===== src/design/ddr_test_pkg.sv =====
// shared types, seeds and sequencer states, imported by every rtl block of the traffic generator
`default_nettype none

package ddr_test_pkg;

  // --------------------
  // data path widths
  // --------------------
  typedef logic [31:0] data_t;
  typedef logic [7:0]  lane_t;
  typedef logic [3:0]  be_t;

  // --------------------
  // address fields
  // --------------------
  typedef logic [8:0]  col_t;
  typedef logic [12:0] row_t;
  typedef logic [1:0]  bank_t;

  // outstanding request count
  typedef logic [7:0]  count_t;

  localparam int NUM_LANES = 4;

  // lane lfsr seeds
  localparam lane_t LANE_SEED_0 = 8'd1;
  localparam lane_t LANE_SEED_1 = 8'd11;
  localparam lane_t LANE_SEED_2 = 8'd21;
  localparam lane_t LANE_SEED_3 = 8'd31;

  // two columns per local word
  localparam col_t COL_STEP = 9'd2;

  typedef enum logic [3:0] {
    IDLE,
    START,
    WRITE,
    WRITE_DRAIN,
    REWRITE_PREP,
    READ_PREP,
    READ,
    READ_DRAIN,
    DONE
  } seq_state_t;

endpackage

`default_nettype wire


===== src/design/lane_lfsr.sv =====
// 8-bit pattern lfsr for one byte lane, stepped by the pattern generator once per data beat
`timescale 1ns/100ps
`default_nettype none

module lane_lfsr #(
  parameter ddr_test_pkg::lane_t seed = 8'd1
) (
  input  wire                       clk,
  input  wire                       reset_n,
  input  wire                       enable,
  input  wire                       load,
  input  wire                       pause,
  input  wire ddr_test_pkg::lane_t  ldata,
  output ddr_test_pkg::lane_t       data
);

  import ddr_test_pkg::*;

  lane_t next_data;

  // shift left, feedback from taps 7 5 4 3
  assign next_data = {data[6:0], data[7] ^ data[5] ^ data[4] ^ data[3]};

  always_ff @(posedge clk or negedge reset_n)
  begin
    if (!reset_n)
    begin
      data <= seed;
    end
    else if (load)
    begin
      // rewind to the captured start value
      data <= ldata;
    end
    else if (enable && !pause)
    begin
      data <= next_data;
    end
  end

endmodule

`default_nettype wire


===== src/design/pattern_gen.sv =====
// write data, expected read data and byte enables for the traffic generator, one lfsr per lane
`timescale 1ns/100ps
`default_nettype none

module pattern_gen (
  input  wire                   clk,
  input  wire                   reset_n,
  input  wire                   write_beat,
  input  wire                   rdata_valid,
  input  wire                   rewind,
  input  wire                   capture_seed,
  input  wire                   zero_data,
  input  wire                   mask_mode,
  input  wire                   be_restart,
  output ddr_test_pkg::data_t   wdata,
  output ddr_test_pkg::data_t   expected,
  output ddr_test_pkg::be_t     be
);

  import ddr_test_pkg::*;

  wire data_t lfsr_word;
  data_t      reload_word;
  logic       lfsr_enable;
  logic       lfsr_pause;
  logic       be_rotate;

  // lfsrs hold during zero fill, step on each write beat or read word
  assign lfsr_enable = ~zero_data;
  assign lfsr_pause  = ~(write_beat | rdata_valid);

  // --------------------
  // lane generators
  // --------------------
  lane_lfsr #(.seed(LANE_SEED_0)) u_lane0 (
    .clk     (clk),
    .reset_n (reset_n),
    .enable  (lfsr_enable),
    .load    (rewind),
    .pause   (lfsr_pause),
    .ldata   (reload_word[7:0]),
    .data    (lfsr_word[7:0])
  );

  lane_lfsr #(.seed(LANE_SEED_1)) u_lane1 (
    .clk     (clk),
    .reset_n (reset_n),
    .enable  (lfsr_enable),
    .load    (rewind),
    .pause   (lfsr_pause),
    .ldata   (reload_word[15:8]),
    .data    (lfsr_word[15:8])
  );

  lane_lfsr #(.seed(LANE_SEED_2)) u_lane2 (
    .clk     (clk),
    .reset_n (reset_n),
    .enable  (lfsr_enable),
    .load    (rewind),
    .pause   (lfsr_pause),
    .ldata   (reload_word[23:16]),
    .data    (lfsr_word[23:16])
  );

  lane_lfsr #(.seed(LANE_SEED_3)) u_lane3 (
    .clk     (clk),
    .reset_n (reset_n),
    .enable  (lfsr_enable),
    .load    (rewind),
    .pause   (lfsr_pause),
    .ldata   (reload_word[31:24]),
    .data    (lfsr_word[31:24])
  );

  // word present at the first write of a pass
  always_ff @(posedge clk)
  begin
    if (capture_seed)
    begin
      reload_word <= lfsr_word;
    end
  end

  assign wdata    = zero_data ? '0 : lfsr_word;
  assign expected = lfsr_word;

  // --------------------
  // byte enables
  // --------------------
  assign be_rotate = mask_mode & ~zero_data & (write_beat | rdata_valid);

  always_ff @(posedge clk or negedge reset_n)
  begin
    if (!reset_n)
    begin
      be <= '1;
    end
    else if (be_restart)
    begin
      be <= be_t'(1);
    end
    else if (be_rotate)
    begin
      be <= {be[2:0], be[3]};
    end
    else if (!mask_mode || zero_data)
    begin
      be <= '1;
    end
  end

endmodule

`default_nettype wire


===== src/design/addr_gen.sv =====
// sequential column, row, bank address walk over the test window, advanced per accepted beat
`timescale 1ns/100ps
`default_nettype none

module addr_gen #(
  parameter ddr_test_pkg::col_t  max_col  = 9'd16,
  parameter ddr_test_pkg::row_t  max_row  = 13'd3,
  parameter ddr_test_pkg::bank_t max_bank = 2'd3
) (
  input  wire                   clk,
  input  wire                   reset_n,
  input  wire                   addr_step,
  input  wire                   addr_clear,
  output ddr_test_pkg::col_t    col_addr,
  output ddr_test_pkg::row_t    row_addr,
  output ddr_test_pkg::bank_t   bank_addr,
  output logic                  at_window_end
);

  import ddr_test_pkg::*;

  // last beat of the window
  assign at_window_end = (col_addr == max_col) && (row_addr == max_row) &&
                         (bank_addr == max_bank);

  always_ff @(posedge clk or negedge reset_n)
  begin
    if (!reset_n)
    begin
      col_addr  <= '0;
      row_addr  <= '0;
      bank_addr <= '0;
    end
    else if (addr_clear)
    begin
      col_addr  <= '0;
      row_addr  <= '0;
      bank_addr <= '0;
    end
    else if (addr_step)
    begin
      if (col_addr >= max_col)
      begin
        col_addr <= '0;
        // column wrapped, carry into row then bank
        if (row_addr == max_row)
        begin
          row_addr <= '0;
          if (bank_addr == max_bank)
            bank_addr <= '0;
          else
            bank_addr <= bank_addr + 1'b1;
        end
        else
        begin
          row_addr <= row_addr + 1'b1;
        end
      end
      else
      begin
        col_addr <= col_addr + COL_STEP;
      end
    end
  end

endmodule

`default_nettype wire


===== src/design/read_checker.sv =====
// per-lane compare of returned read data against the regenerated pattern, with pass flags
`timescale 1ns/100ps
`default_nettype none

module read_checker (
  input  wire                   clk,
  input  wire                   reset_n,
  input  wire ddr_test_pkg::data_t rdata,
  input  wire                   rdata_valid,
  input  wire ddr_test_pkg::data_t expected,
  input  wire ddr_test_pkg::be_t   be,
  output ddr_test_pkg::be_t     pnf_per_byte,
  output logic                  pnf_persist
);

  import ddr_test_pkg::*;

  be_t  lane_match;
  be_t  match_q;
  be_t  lane_pass;
  logic valid_q;
  logic seen_read;
  logic seen_read_d1;
  logic seen_read_d2;
  logic persist_pre;
  logic persist_prev;

  // disabled lanes are expected back as zero
  always_comb
  begin
    for (int i = 0; i < NUM_LANES; i++)
      lane_match[i] = (expected[8*i +: 8] & {8{be[i]}}) == rdata[8*i +: 8];
  end

  // sticky until reset once any read has returned
  always_ff @(posedge clk or negedge reset_n)
  begin
    if (!reset_n)
      seen_read <= 1'b0;
    else if (rdata_valid)
      seen_read <= 1'b1;
  end

  // only the very first check may start from a passing state
  assign persist_prev = seen_read_d2 ? persist_pre : 1'b1;

  // --------------------
  // result pipeline
  // --------------------
  always_ff @(posedge clk or negedge reset_n)
  begin
    if (!reset_n)
    begin
      match_q      <= '1;
      valid_q      <= 1'b0;
      lane_pass    <= '1;
      pnf_per_byte <= '1;
      seen_read_d1 <= 1'b0;
      seen_read_d2 <= 1'b0;
      persist_pre  <= 1'b0;
      pnf_persist  <= 1'b0;
    end
    else
    begin
      match_q      <= lane_match;
      valid_q      <= rdata_valid;
      seen_read_d1 <= seen_read;
      seen_read_d2 <= seen_read_d1;
      // hold the last checked word between valids
      if (valid_q)
        lane_pass <= match_q;
      pnf_per_byte <= lane_pass;
      persist_pre  <= (&lane_pass) & seen_read_d1 & persist_prev;
      pnf_persist  <= persist_pre;
    end
  end

endmodule

`default_nettype wire


===== src/design/test_sequencer.sv =====
// FSM that orders the write, drain and read phases of both test passes and tracks outstanding requests
`timescale 1ns/100ps
`default_nettype none

module test_sequencer (
  input  wire   clk,
  input  wire   reset_n,
  input  wire   ready,
  input  wire   rdata_valid,
  input  wire   at_window_end,
  output logic  write_req,
  output logic  read_req,
  output logic  addr_step,
  output logic  addr_clear,
  output logic  write_beat,
  output logic  rewind,
  output logic  capture_seed,
  output logic  zero_data,
  output logic  mask_mode,
  output logic  be_restart,
  output logic  seq_mode,
  output logic  test_complete
);

  import ddr_test_pkg::*;

  seq_state_t state;
  count_t     reads_pending;
  logic       write_accept;
  logic       read_accept;

  assign write_accept = write_req & ready;
  assign read_accept  = read_req & ready;
  assign write_beat   = write_accept;
  assign addr_step    = write_accept | read_accept;

  // --------------------
  // outstanding reads
  // --------------------
  always_ff @(posedge clk or negedge reset_n)
  begin
    if (!reset_n)
    begin
      reads_pending <= '0;
    end
    else
    begin
      reads_pending <= reads_pending + count_t'(read_accept) - count_t'(rdata_valid);
    end
  end

  // --------------------
  // pass sequencing
  // --------------------
  always_ff @(posedge clk or negedge reset_n)
  begin
    if (!reset_n)
    begin
      state         <= IDLE;
      write_req     <= 1'b0;
      read_req      <= 1'b0;
      addr_clear    <= 1'b0;
      rewind        <= 1'b0;
      capture_seed  <= 1'b0;
      zero_data     <= 1'b0;
      mask_mode     <= 1'b0;
      be_restart    <= 1'b0;
      seq_mode      <= 1'b0;
      test_complete <= 1'b0;
    end
    else
    begin
      // single-cycle strobes
      addr_clear    <= 1'b0;
      rewind        <= 1'b0;
      be_restart    <= 1'b0;
      test_complete <= 1'b0;
      case (state)
        IDLE:
        begin
          seq_mode  <= 1'b1;
          mask_mode <= 1'b0;
          state     <= START;
        end
        START:
        begin
          write_req    <= 1'b1;
          capture_seed <= 1'b1;
          // data-mask pass opens with a zero fill
          zero_data    <= mask_mode;
          state        <= WRITE;
        end
        WRITE:
        begin
          capture_seed <= 1'b0;
          if (write_accept && at_window_end)
          begin
            write_req <= 1'b0;
            state     <= WRITE_DRAIN;
          end
        end
        WRITE_DRAIN:
        begin
          addr_clear <= 1'b1;
          rewind     <= 1'b1;
          be_restart <= mask_mode;
          state      <= zero_data ? REWRITE_PREP : READ_PREP;
        end
        REWRITE_PREP:
        begin
          zero_data <= 1'b0;
          write_req <= 1'b1;
          state     <= WRITE;
        end
        READ_PREP:
        begin
          read_req <= 1'b1;
          state    <= READ;
        end
        READ:
        begin
          if (read_accept && at_window_end)
          begin
            read_req <= 1'b0;
            state    <= READ_DRAIN;
          end
        end
        READ_DRAIN:
        begin
          // every read word must be back before the next pass
          if (reads_pending == '0)
          begin
            addr_clear <= 1'b1;
            if (seq_mode)
            begin
              seq_mode  <= 1'b0;
              mask_mode <= 1'b1;
              state     <= START;
            end
            else
            begin
              mask_mode <= 1'b0;
              state     <= DONE;
            end
          end
        end
        DONE:
        begin
          test_complete <= 1'b1;
          state         <= IDLE;
        end
        default:
        begin
          state <= IDLE;
        end
      endcase
    end
  end

endmodule

`default_nettype wire


===== src/design/ddr_test_driver.sv =====
// top level of the ddr traffic generator, connects the generator blocks to the controller local port
`timescale 1ns/100ps
`default_nettype none

module ddr_test_driver #(
  parameter ddr_test_pkg::col_t  max_col  = 9'd16,
  parameter ddr_test_pkg::row_t  max_row  = 13'd3,
  parameter ddr_test_pkg::bank_t max_bank = 2'd3
) (
  input  wire                       clk,
  input  wire                       reset_n,
  input  wire                       ready,
  input  wire ddr_test_pkg::data_t  rdata,
  input  wire                       rdata_valid,
  output logic                      write_req,
  output logic                      read_req,
  output ddr_test_pkg::row_t        row_addr,
  output ddr_test_pkg::col_t        col_addr,
  output ddr_test_pkg::bank_t       bank_addr,
  output ddr_test_pkg::be_t         be,
  output ddr_test_pkg::data_t       wdata,
  output ddr_test_pkg::be_t         pnf_per_byte,
  output logic                      pnf_persist,
  output logic                      test_complete,
  output logic [2:0]                test_status
);

  import ddr_test_pkg::*;

  logic  addr_step;
  logic  addr_clear;
  logic  at_window_end;
  logic  write_beat;
  logic  rewind;
  logic  capture_seed;
  logic  zero_data;
  logic  mask_mode;
  logic  be_restart;
  logic  seq_mode;
  data_t expected;

  // bit 0 sequential pass, bit 1 data-mask pass, bit 2 sequence done
  assign test_status = {test_complete, mask_mode, seq_mode};

  test_sequencer u_sequencer (
    .clk           (clk),
    .reset_n       (reset_n),
    .ready         (ready),
    .rdata_valid   (rdata_valid),
    .at_window_end (at_window_end),
    .write_req     (write_req),
    .read_req      (read_req),
    .addr_step     (addr_step),
    .addr_clear    (addr_clear),
    .write_beat    (write_beat),
    .rewind        (rewind),
    .capture_seed  (capture_seed),
    .zero_data     (zero_data),
    .mask_mode     (mask_mode),
    .be_restart    (be_restart),
    .seq_mode      (seq_mode),
    .test_complete (test_complete)
  );

  addr_gen #(
    .max_col  (max_col),
    .max_row  (max_row),
    .max_bank (max_bank)
  ) u_addr_gen (
    .clk           (clk),
    .reset_n       (reset_n),
    .addr_step     (addr_step),
    .addr_clear    (addr_clear),
    .col_addr      (col_addr),
    .row_addr      (row_addr),
    .bank_addr     (bank_addr),
    .at_window_end (at_window_end)
  );

  pattern_gen u_pattern_gen (
    .clk          (clk),
    .reset_n      (reset_n),
    .write_beat   (write_beat),
    .rdata_valid  (rdata_valid),
    .rewind       (rewind),
    .capture_seed (capture_seed),
    .zero_data    (zero_data),
    .mask_mode    (mask_mode),
    .be_restart   (be_restart),
    .wdata        (wdata),
    .expected     (expected),
    .be           (be)
  );

  read_checker u_read_checker (
    .clk          (clk),
    .reset_n      (reset_n),
    .rdata        (rdata),
    .rdata_valid  (rdata_valid),
    .expected     (expected),
    .be           (be),
    .pnf_per_byte (pnf_per_byte),
    .pnf_persist  (pnf_persist)
  );

endmodule

`default_nettype wire


===== config.mk =====
export PLATFORM = sky130hd
export DESIGN_NAME = ddr_test_driver
export DESIGN_NICKNAME = d
export VERILOG_FILES = /design/src/design/ddr_test_pkg.sv /design/src/design/lane_lfsr.sv /design/src/design/pattern_gen.sv /design/src/design/addr_gen.sv /design/src/design/read_checker.sv /design/src/design/test_sequencer.sv /design/src/design/ddr_test_driver.sv
export SDC_FILE = /design/constraint.sdc
export NUM_CORES = 1
export LEC_CHECK = 0
export ABC_CLOCK_PERIOD_IN_PS = 3200
export BUFFER_PORTS_ARGS = -buffer_cell sky130_fd_sc_hd__buf_2
export CELL_PAD_IN_SITES_DETAIL_PLACEMENT = 1
export CELL_PAD_IN_SITES_GLOBAL_PLACEMENT = 1
export CORE_MARGIN = 2
export CORE_UTILIZATION = 45
export DETAILED_ROUTE_END_ITERATION = 8
export GPL_ROUTABILITY_DRIVEN = 0
export HOLD_SLACK_MARGIN = 0.1
export PLACE_DENSITY = 0.88
export SETUP_SLACK_MARGIN = 0.1
export SLEW_MARGIN = 10
export SYNTH_ARGS = -nofsm -noshare
export SYNTH_HDL_FRONTEND = slang
export SYNTH_SLANG_ARGS = --single-unit

===== constraint.sdc =====
create_clock -name clk -period 3.2 [get_ports clk]
set_clock_uncertainty 0.1 [all_clocks]
set_input_delay 0.32 -clock clk [delete_from_list [all_inputs] [get_ports clk]]
set_output_delay 0.32 -clock clk [all_outputs]
set_load 0.02 [all_outputs]

# Word-level counts from Yosys, hierarchy flattened
# Cells that the tools add are included.
[op_classes]
addsub = 5
order_cmp = 1
eq_ne = 18
mux = 47
n_bitwise = 25
n_reduce_logical = 27
[op_table]
columns = ["operator", "count"]
rows = [
  ["two-way mux 8 bit", 8],
  ["two-way mux 13 bit", 4],
  ["bitwise AND 8 bit", 4],
  ["equality test 8 bit", 4],
  ["two-way mux 32 bit", 1],
  ["two-way mux 4 bit", 7],
  ["one-hot mux 4 bit (7 select lines)", 1],
  ["two-way mux 9 bit", 3],
  ["nonzero test 2 bit", 9],
  ["equality test 4 x 3 -> 1 bit, second input constant", 4],
  ["one-hot mux 1 bit (2 select lines)", 7],
  ["adder 13 x 1 -> 13 bit, second input constant", 1],
  ["equality test 13 x 2 -> 1 bit, second input constant", 1],
  ["bitwise XOR 1 bit", 12],
  ["two-way mux 1 bit", 11],
  ["two-way mux 2 bit", 5],
  ["adder 9 x 2 -> 9 bit, second input constant", 1],
  ["equality test 9 x 5 -> 1 bit, second input constant", 1],
  ["greater-or-equal comparator 9 x 5 -> 1 bit, second input constant", 1],
  ["adder 8 x 1 -> 8 bit", 1],
  ["equality test 4 x 2 -> 1 bit, second input constant", 2],
  ["zero test 8 bit", 1],
  ["AND reduction 2 bit", 4],
  ["subtractor 8 x 1 -> 8 bit", 1],
  ["other kinds (16)", 29],
]
[totals]
reg_bits = 132
in_bits = 36
out_inout_bits = 71

# Logic depth before layout (Yosys ltp)
# Gate-level depths: netlist of run 1.
[depth]
depth_word = 6
mapped_depth = 9
mapped_depth_nobuf = 9

# Modules after synthesis
# From an unflattened synthesis of run 1, not the netlist that was laid out.
[unflattened]
hier_cells = 670
hier_area_um2 = 6962.9
[by_module_without_submodules]
columns = ["module", "instances", "cells_each", "area_each_um2", "seq_area_each_um2"]
rows = [
  ["pattern_gen", 1, 86, 1388.8, 1066.0],
  ["read_checker", 1, 147, 1311.3, 465.4],
  ["addr_gen", 1, 142, 1296.2, 575.6],
  ["test_sequencer", 1, 136, 1262.5, 550.5],
  ["lane_lfsr (u_pattern_gen.u_lane1 ...)", 2, 39, 420.4, 203.9],
  ["lane_lfsr (u_pattern_gen.u_lane3)", 1, 39, 422.9, 206.4],
  ["lane_lfsr (u_pattern_gen.u_lane0)", 1, 39, 417.9, 201.4],
  ["ddr_test_driver", 1, 3, 22.5, 0.0],
]

# Least setup slack after synthesis of run 1
# No wires, ideal clock.
[synth_path]
kind = "reg2reg"
from = "register u_sequencer.read_req"
to = "register u_sequencer.reads_pending[6]"
setup_time_ns = 0.136
t_arrival_ns = 2.012
required_time_ns = 2.964
path_slack_ns = 0.952
path_stages_with_launch = 8
period_less_slack_ns = 2.248
path_cell_list = "dfrtp_1 > and2_1 > ha_1 > fa_1 > a21oi_1 > o21bai_1 > nand3_1 > or3b_2"
[synth_via]
elab_chain_len = 3
[synth_lines]
columns = ["element", "line_no", "source"]
rows = [
  ["from (decl)", "test_sequencer.sv:12", "output logic read_req,"],
  ["from (signal assigned)", "test_sequencer.sv:61", "read_req <= 1'b0;"],
  ["from (signal assigned)", "test_sequencer.sv:117", "read_req <= 1'b1;"],
  ["from (signal assigned)", "test_sequencer.sv:124", "read_req <= 1'b0;"],
  ["bitwise AND 1 bit", "test_sequencer.sv:33", "assign read_accept = read_req & ready;"],
  ["adder 8 x 1 -> 8 bit", "test_sequencer.sv:48", "reads_pending <= reads_pending + count_t'(read_accept) - count_t'(rdata_valid);"],
  ["subtractor 8 x 1 -> 8 bit", "test_sequencer.sv:48", ""],
  ["to (signal assigned)", "test_sequencer.sv:48", ""],
  ["to (decl)", "test_sequencer.sv:28", "count_t reads_pending;"],
]
# Every way passes these cells.
# A chain may end at the register's enable or synchronous reset.

# Final worst setup path of run 1
[layout_path]
from = "input rdata_valid"
to = "register u_sequencer.reads_pending[6]"
[layout_via]
elab_chain_len = 1
[layout_lines]
columns = ["element", "line_no", "source"]
rows = [
  ["from (decl)", "ddr_test_driver.sv:14", "input wire rdata_valid,"],
  ["subtractor 8 x 1 -> 8 bit", "test_sequencer.sv:48", ""],
]
# Every way passes these cells.

==> flow_summary.ini, run 1 <==
[status]
status = finished clean

[sta]
rsz0062_at_grt = no
top_achievable_clock_speed_mhz = 375.9
finalSetupViolCount = 0
tightest_slew_ps = 984.2
setup_total_negative_slack_ps = 0
layout_worst_path_cycle_share_pct = 83.14
finalHoldViolations = 0
finalWorstPathRequiredPeriod_ps = 2660
max-slew-margin-rel_pct = 34.39
slew_viol_final = 0

[finish]
final_layout_size_suffix_gt1_share_pct = 24.24
antenna_cells = 0
finish.net_count = 797
finish.cell_count_without_fillers = 943
layout-area-overhead-vs-synth_pct = 18.98

[synth]
synth.top_cell.area_share_pct = 26.17
yosysTopAreaCell = dfrtp_1
post_synth_num_cell_types = 66
top_reg_cell_synth = dfrtp_1
synth_edf_count = 32
syn-mean-instance-area_um2 = 10.48
async_flop_share_pct = 75.57
yosys_register_bits = 131
synthCells = 648
synth_area_um2 = 6789
ys_warn_count = 0
synth_nets = 699
seq_area_frac_synth_pct = 51.16
synth_top_cells_by_area = dfrtp_1 26%, edfxtp_1 14%, dfstp_2 11%

[drt]
length_of_the_first_detailed_routing_pass_in_iterations = 4
ant_nets = 0
post_drt_via_cell_ratio = 5.737
vias = 5410
totalWireLength_mm = 17.58
drt-initial-drc-count = 304
detail_route.drc_violations = 0
route.detailed.wl_per_inst_um = 18.65

[clock_tree]
cts_buffers = 17
clk_latency_ps = 420
cts_tree = done
numClockSinks = 131
clk_pin_slew_worst_paths_ps = 50
cts.root.buffer_cell = clkbuf_16
clock_tree.buffer_depth = 2
htree_levels = 4

[setup_path]
timing.critical_path.slowest_cell_delay_ps = 540
critical_path_start_type = primary input
timing.critical_path.to_type = register
critical_path_cell_by_cell = dlygate4sd3_1, buf_2, ha_1, inv_1, ha_1, fa_1, a21oi_1, o21bai_1, nand3_1, or3b_2
path_class = primary input to register
timing.rr.start = u_sequencer.reads_pending[0]
cp-startpoint = rdata_valid
ff2ff_path_depth = 9
critPathTopFamily = adder cells
cpMaxStageDelayCell = dlygate4sd3_1
crit_top_cell = ha_1
critical_path_depth = 10
timing.critical_path.required_ps = 3400
critical_path_arrival_ps = 2860
cp.buffers_inverters = 3
crit_path_max_fanout = 4

[die]
starting_utilization_of_the_core_area_pct = 46.36
num_io_pins = 107
die_ht_um = 126.8
die_area_um2 = 16080
die_width_um = 126.8
core-area_um2 = 14640
row_count = 44

[global_routing]
total_routing_usage_reported_by_global_routing_pct = 22.82
grt_overflow_total = 0
largest_net_degree_at_the_start_of_global_routing = 58
wire_length_of_the_first_global_routing_pass_mm = 29.25
initial_antenna_violation_count = 0
first_global_vias = 5757

[worst_hold_path]
timing.hold.worst_path_depth = 4
timing.hold.worst.class = primary input to register
worst_hold_startpoint = rdata[3]

[power]
sw_frac_of_total_pct = 39.18
combinationalPowerShare_pct = 38.3
vdd_drop_max_v = 0.0005239
p_leak_uw = 0.003470
cell_internal_pwr_uw = 4903
switching_power_uw = 3158
cellPowerDensity_nw_per_um2 = 998.0
power.sequential.fraction_pct = 36.7
power.share.clock_pct = 25.0

[placed_design]
numPortBuffers = 105
placed_cells = 909
detailed_place_hpwl_mm = 12.22

[flow_run]
timing.max_cap.violations = 0
## kinds of logic after synthesis
logic type / Yosys count / synth area share, %
AOI/OAI and AO/OA: 156 / 14.69
adders and majority gates: 15 / 2.875
and+or+nand+nor: 216 / 16.94
DFF: 131 / 51.16
buffers and inverters: 52 / 3.409
other: 1 / 0.05524
muxes: 44 / 6.616
xor gates and xnor gates: 33 / 4.257
## cells in the mapped netlist, drive strengths merged (4+ instances only)
library cell and count:
dfrtp 71, nand2 68, o21ai 58, nor2 41
mux2i 37, nor2b 33, edfxtp 32, dfstp 28
a21oi 23, clkbuf 23, xor2 23, nand3b 19
a22oi 18, inv 17, o22ai 17, ha 14
buf 11, nand3 10, xnor2 10, mux2 7
nand2b 7, nor4 7, o31ai 6, or4 6
and3 5, nand4 5, o41ai 5, a211oi 4
a31oi 4
## timing repair
| item | in CTS | in global routing |
|---|---|---|
| hold buffers | 2 | 0 |
| resized for setup | 0 | 0 |
| endpoints found under the hold margin | 31 | 0 |
| buffers inserted | 0 | 0 |
| setup endpoints to repair | 0 | 0 |
## final cells by class
cell class                      instances  area, µm²
Fill cell                            1604       6566
Sequential cell                       131       3473
Multi-Input combinational cell        465       3092
Timing Repair Buffer                  113      605.6
Clock buffer                           21      450.4
Tap cell                              184      230.2
Clock inverter                         11      158.9
Inverter                               18      67.56
## sequential cells by signal, indices dropped and copies added, names as in the netlist, 8 cells and up
| signal | cells |
|---|---|
| u_pattern_gen.u_lane1.data | 8 |
| u_pattern_gen.u_lane2.data | 8 |
| u_addr_gen.col_addr | 8 |
| u_pattern_gen.u_lane0.data | 8 |
| u_pattern_gen.u_lane3.data | 8 |
| u_sequencer.reads_pending | 8 |
| u_pattern_gen.reload_word | 32 |
| u_addr_gen.row_addr | 13 |
## metrics by stage
| step | instance area, µm² | hold slack (ps) | worst slack [ps] | power (µW) | util (%) |
|---|---|---|---|---|---|
| 6_report | 8078 | 162.5 | 539.5 | 8061 | 55.16 |
| 5_1_grt | 8078 | 171.9 | 473.0 | 8604 | 55.16 |
| 4_1_cts | 8078 | 148.9 | 575.9 | 8135 | 55.16 |
| 3_5_place_dp | 7448 | 259.7 | 725.8 | 6057 | 50.86 |
| 3_3_place_gp | 7448 | 238.3 | 796.1 | 5789 | 50.86 |
| 2_1_floorplan | 6789 | -75.59 | 952.2 | 5083 | - |
## placed cells by master, fill, tap and decap left out, types with 7 or more instances in the layout
cell type / synthesis / routed
o22ai_1: 17 / 17
xnor2_1: 10 / 10
nand3b_1: 19 / 19
inv_1: 17 / 17
nand2b_1: 7 / 7
a21oi_1: 21 / 21
nand3_1: 10 / 10
dfstp_2: 28 / 28
dfrtp_1: 71 / 71
nor2b_1: 33 / 33
edfxtp_1: 32 / 32
mux2i_1: 37 / 37
xor2_1: 23 / 23
ha_1: 14 / 14
nand2_1: 68 / 68
clkbuf_16: 0 / 17
buf_2: 1 / 104
a22oi_1: 18 / 18
nor2_1: 40 / 39
o21ai_0: 57 / 57
## worst reg2reg max path: cells and delay by family (launching register included)
family / cells / cell delay (ps)
DFF: 1 / 350
buffers and inverters: 2 / 110
adders and majority gates: 3 / 920
AOI/OAI and AO/OA: 2 / 360
and+or+nand+nor: 2 / 520
## path summary, 6_finish.rpt
kind                                            endpoint  slack [ps]
max reg2reg                 u_sequencer.reads_pending[6]         720
max in group asynchronous      u_read_checker.match_q[3]        1890
min                            u_read_checker.match_q[0]         160
max                         u_sequencer.reads_pending[6]         540
min reg2reg                  u_read_checker.seen_read_d2         270
min in group asynchronous  u_pattern_gen.u_lane0.data[7]         340
## power by group through the flow
stage	registers, µW	logic (µW)	clock network, µW
2_1_floorplan	2710	2380	0
3_3_place_gp	2910	2870	0
3_5_place_dp	2980	3080	0
4_1_cts	2960	3130	2050
5_1_grt	3060	3420	2120
6_report	2960	3090	2010
## metal layers
metal  GRT usage [%]  routed length, µm
met5               0                  0
met4           9.308                414
met3           3.965                559
met2           40.58               8943
met1           27.45               7666
(Power assumes the default switching activity.)
==> inputs of run 2 (changes only) <==
Settings changed: ABC_CLOCK_PERIOD_IN_PS 3200 to 2200, CORE_UTILIZATION 45 to 40, PLACE_DENSITY 0.88 to 0.83.
Clock period 3.2 ns to 2.2 ns, I/O delays scaled along.
==> run 2 against run 1 <==
Effect of this change:
- power increased by 51%
- final cell count increased by 6.8%
- clock power increased by 37%
- first-iteration DRC count decreased by 8.2%
- clock-buffer cell count increased by 4
- non-clock buffer count increased by 28
- critical path depth decreased by 1
- die area increased by 12%
- combinational power increased by 67%
- worst setup slack got worse by 530 ps
- flip-flop and latch count unchanged
==> flow_summary.ini, run 2 (synthesis results as in run 1) <==
[drt]
totalWireLength_mm = 18.38
post_drt_via_cell_ratio = 5.566
route.detailed.wl_per_inst_um = 18.25
detail_route.drc_violations = 0
length_of_the_first_detailed_routing_pass_in_iterations = 4
ant_nets = 0
vias = 5605
drt-initial-drc-count = 279

[setup_path]
critical_path_arrival_ps = 2390
critical_path_cell_by_cell = inv_2, ha_4, inv_2, ha_4, fa_2, a21oi_4, o21bai_2, nand3_1, or3b_4
timing.critical_path.required_ps = 2390
timing.critical_path.to_type = register
critical_path_start_type = register
cpMaxStageDelayCell = dfrtp_1
crit_path_max_fanout = 2
timing.critical_path.slowest_cell_delay_ps = 370
setup.reg_to_reg.worst_slack_ps = 5
path_class = register to register

[die]
num_io_pins = 107
core-area_um2 = 16580
starting_utilization_of_the_core_area_pct = 40.94
die_area_um2 = 18030
die_width_um = 134.3
row_count = 47
die_ht_um = 134.3

[clock_tree]
clk_latency_ps = 420
clock_tree.buffer_depth = 2
cts_buffers = 17
cts.root.buffer_cell = clkbuf_16
cts_tree = done
htree_levels = 4
clk_pin_slew_worst_paths_ps = 60
numClockSinks = 131

[sta]
finalHoldViolations = 0
finalWorstPathRequiredPeriod_ps = 2195
tightest_slew_ps = 644.1
slew_viol_final = 0
hold_ws_ps = 114.3
max-slew-margin-rel_pct = 57.06
top_achievable_clock_speed_mhz = 455.7
setup_total_negative_slack_ps = 0
layout_worst_path_cycle_share_pct = 99.76
rsz0062_at_grt = yes
finalSetupViolCount = 0

[finish]
antenna_cells = 0
final_layout_size_suffix_gt1_share_pct = 26.94
filler_cell_count = 1849
layout-area-overhead-vs-synth_pct = 24.60
biggest_regs = u_pattern_gen.reload_word: 32 flops, u_addr_gen.row_addr: 13 flops
finish.net_count = 825
layout_commonest_cell = buf_2
largest_register_ff_count = 32
mostFrequentLayoutCells = 104 x buf_2, 70 x dfrtp_1, 68 x nand2_1
final_design_area_no_fill_um2 = 8459
largest-register = u_pattern_gen.reload_word

[status]
status = finished clean

[worst_hold_path]
timing.hold.worst.class = primary input to register

[global_routing]
total_routing_usage_reported_by_global_routing_pct = 20.76
grt_overflow_total = 0
first_global_vias = 6002
wire_length_of_the_first_global_routing_pass_mm = 29.89
initial_antenna_violation_count = 0
largest_net_degree_at_the_start_of_global_routing = 59

[power]
p_leak_uw = 0.003596
cellPowerDensity_nw_per_um2 = 1437
vdd_drop_max_v = 0.0006351
total_power_uw = 12160

[placed_design]
numPortBuffers = 105
detailed_place_hpwl_mm = 12.19
placedInstanceArea_um2 = 7591

[flow_run]
timing.max_cap.violations = 0
[run 2: changes by cell type in the layout (fill, tap and decap cells not counted), moves of 3 or more]
cell | previous run | this run
buf_4 | 6 | 20
dlygate4sd3_1 | 2 | 14
clkbuf_1 | 3 | 8
ha_1 | 14 | 11
ha_4 | 0 | 3
[run 2: worst max-delay path: cells and delay by family, from the launching register on]
kind / cells / cell delay, ps
buf+inv: 2 / 100
compound gates: 2 / 260
fa+ha+maj: 3 / 790
flops: 1 / 370
simple gates: 2 / 450
[run 2: cell type report]
| type | count | area (µm²) | area share, % |
|---|---|---|---|
| flip-flops and latches | 131 | 3475 | 41.07 |
| multi-input cells | 465 | 3204 | 37.88 |
| repair buffers | 141 | 870.8 | 10.29 |
| clock buffers | 25 | 455.4 | 5.384 |
| well taps | 220 | 275.3 | 3.254 |
| clock inverters | 7 | 111.4 | 1.316 |
| inverters | 18 | 67.56 | 0.7987 |
[run 2: final timing paths]
kind / start / endpoint / cells past startpoint
max in group asynchronous: reset_n / u_pattern_gen.u_lane2.data[4] / 3
worst max-delay path: u_sequencer.reads_pending[0] / u_sequencer.reads_pending[6] / 9
worst min-delay path: rdata[14] / u_read_checker.match_q[1] / 4
min in group asynchronous: reset_n / u_pattern_gen.u_lane0.data[4] / 2
worst max register to register: u_sequencer.reads_pending[0] / u_sequencer.reads_pending[6] / 9
worst min register to register: u_read_checker.lane_pass[2] / u_read_checker.pnf_per_byte[2] / 0
[run 2: stage by stage]
step           worst slack (ps)  cells  utilization [%]
6_report                  5.367   1007            51.01
5_1_grt                  -65.72   1007            51.01
4_1_cts                  -8.278   1003            50.50
3_5_place_dp             -32.09    953            45.77
3_3_place_gp              18.05    953            45.77
2_1_floorplan             91.91    648                -
[run 2: where the power goes]
group          total, µW  switching [µW]  internal [µW]
Clock               2750             982           1770
Sequential          4260             999           3260
Combinational       5150            2850           2290
[run 2: metal layers]
metal / track usage (%) / wire, µm / part of all wire, % / vias up
met4: 8.129 / 298 / 1.6 / 0
li1: - / - / - / 2597
met5: 0 / 0 / 0 / -
met1: 25.06 / 7737 / 42 / 2838
met3: 4.233 / 727 / 4.0 / 28
met2: 36.39 / 9613 / 52 / 142
[run 2: repair_timing]
| item | CTS | global route |
|---|---|---|
| buffers inserted | 4 | 4 |
| endpoints found under the hold margin | 32 | 0 |
| pin swaps | 6 | 9 |
| setup endpoints to repair | 6 | 9 |
| resized for setup | 8 | 9 |
| hold buffers | 14 | 0 |
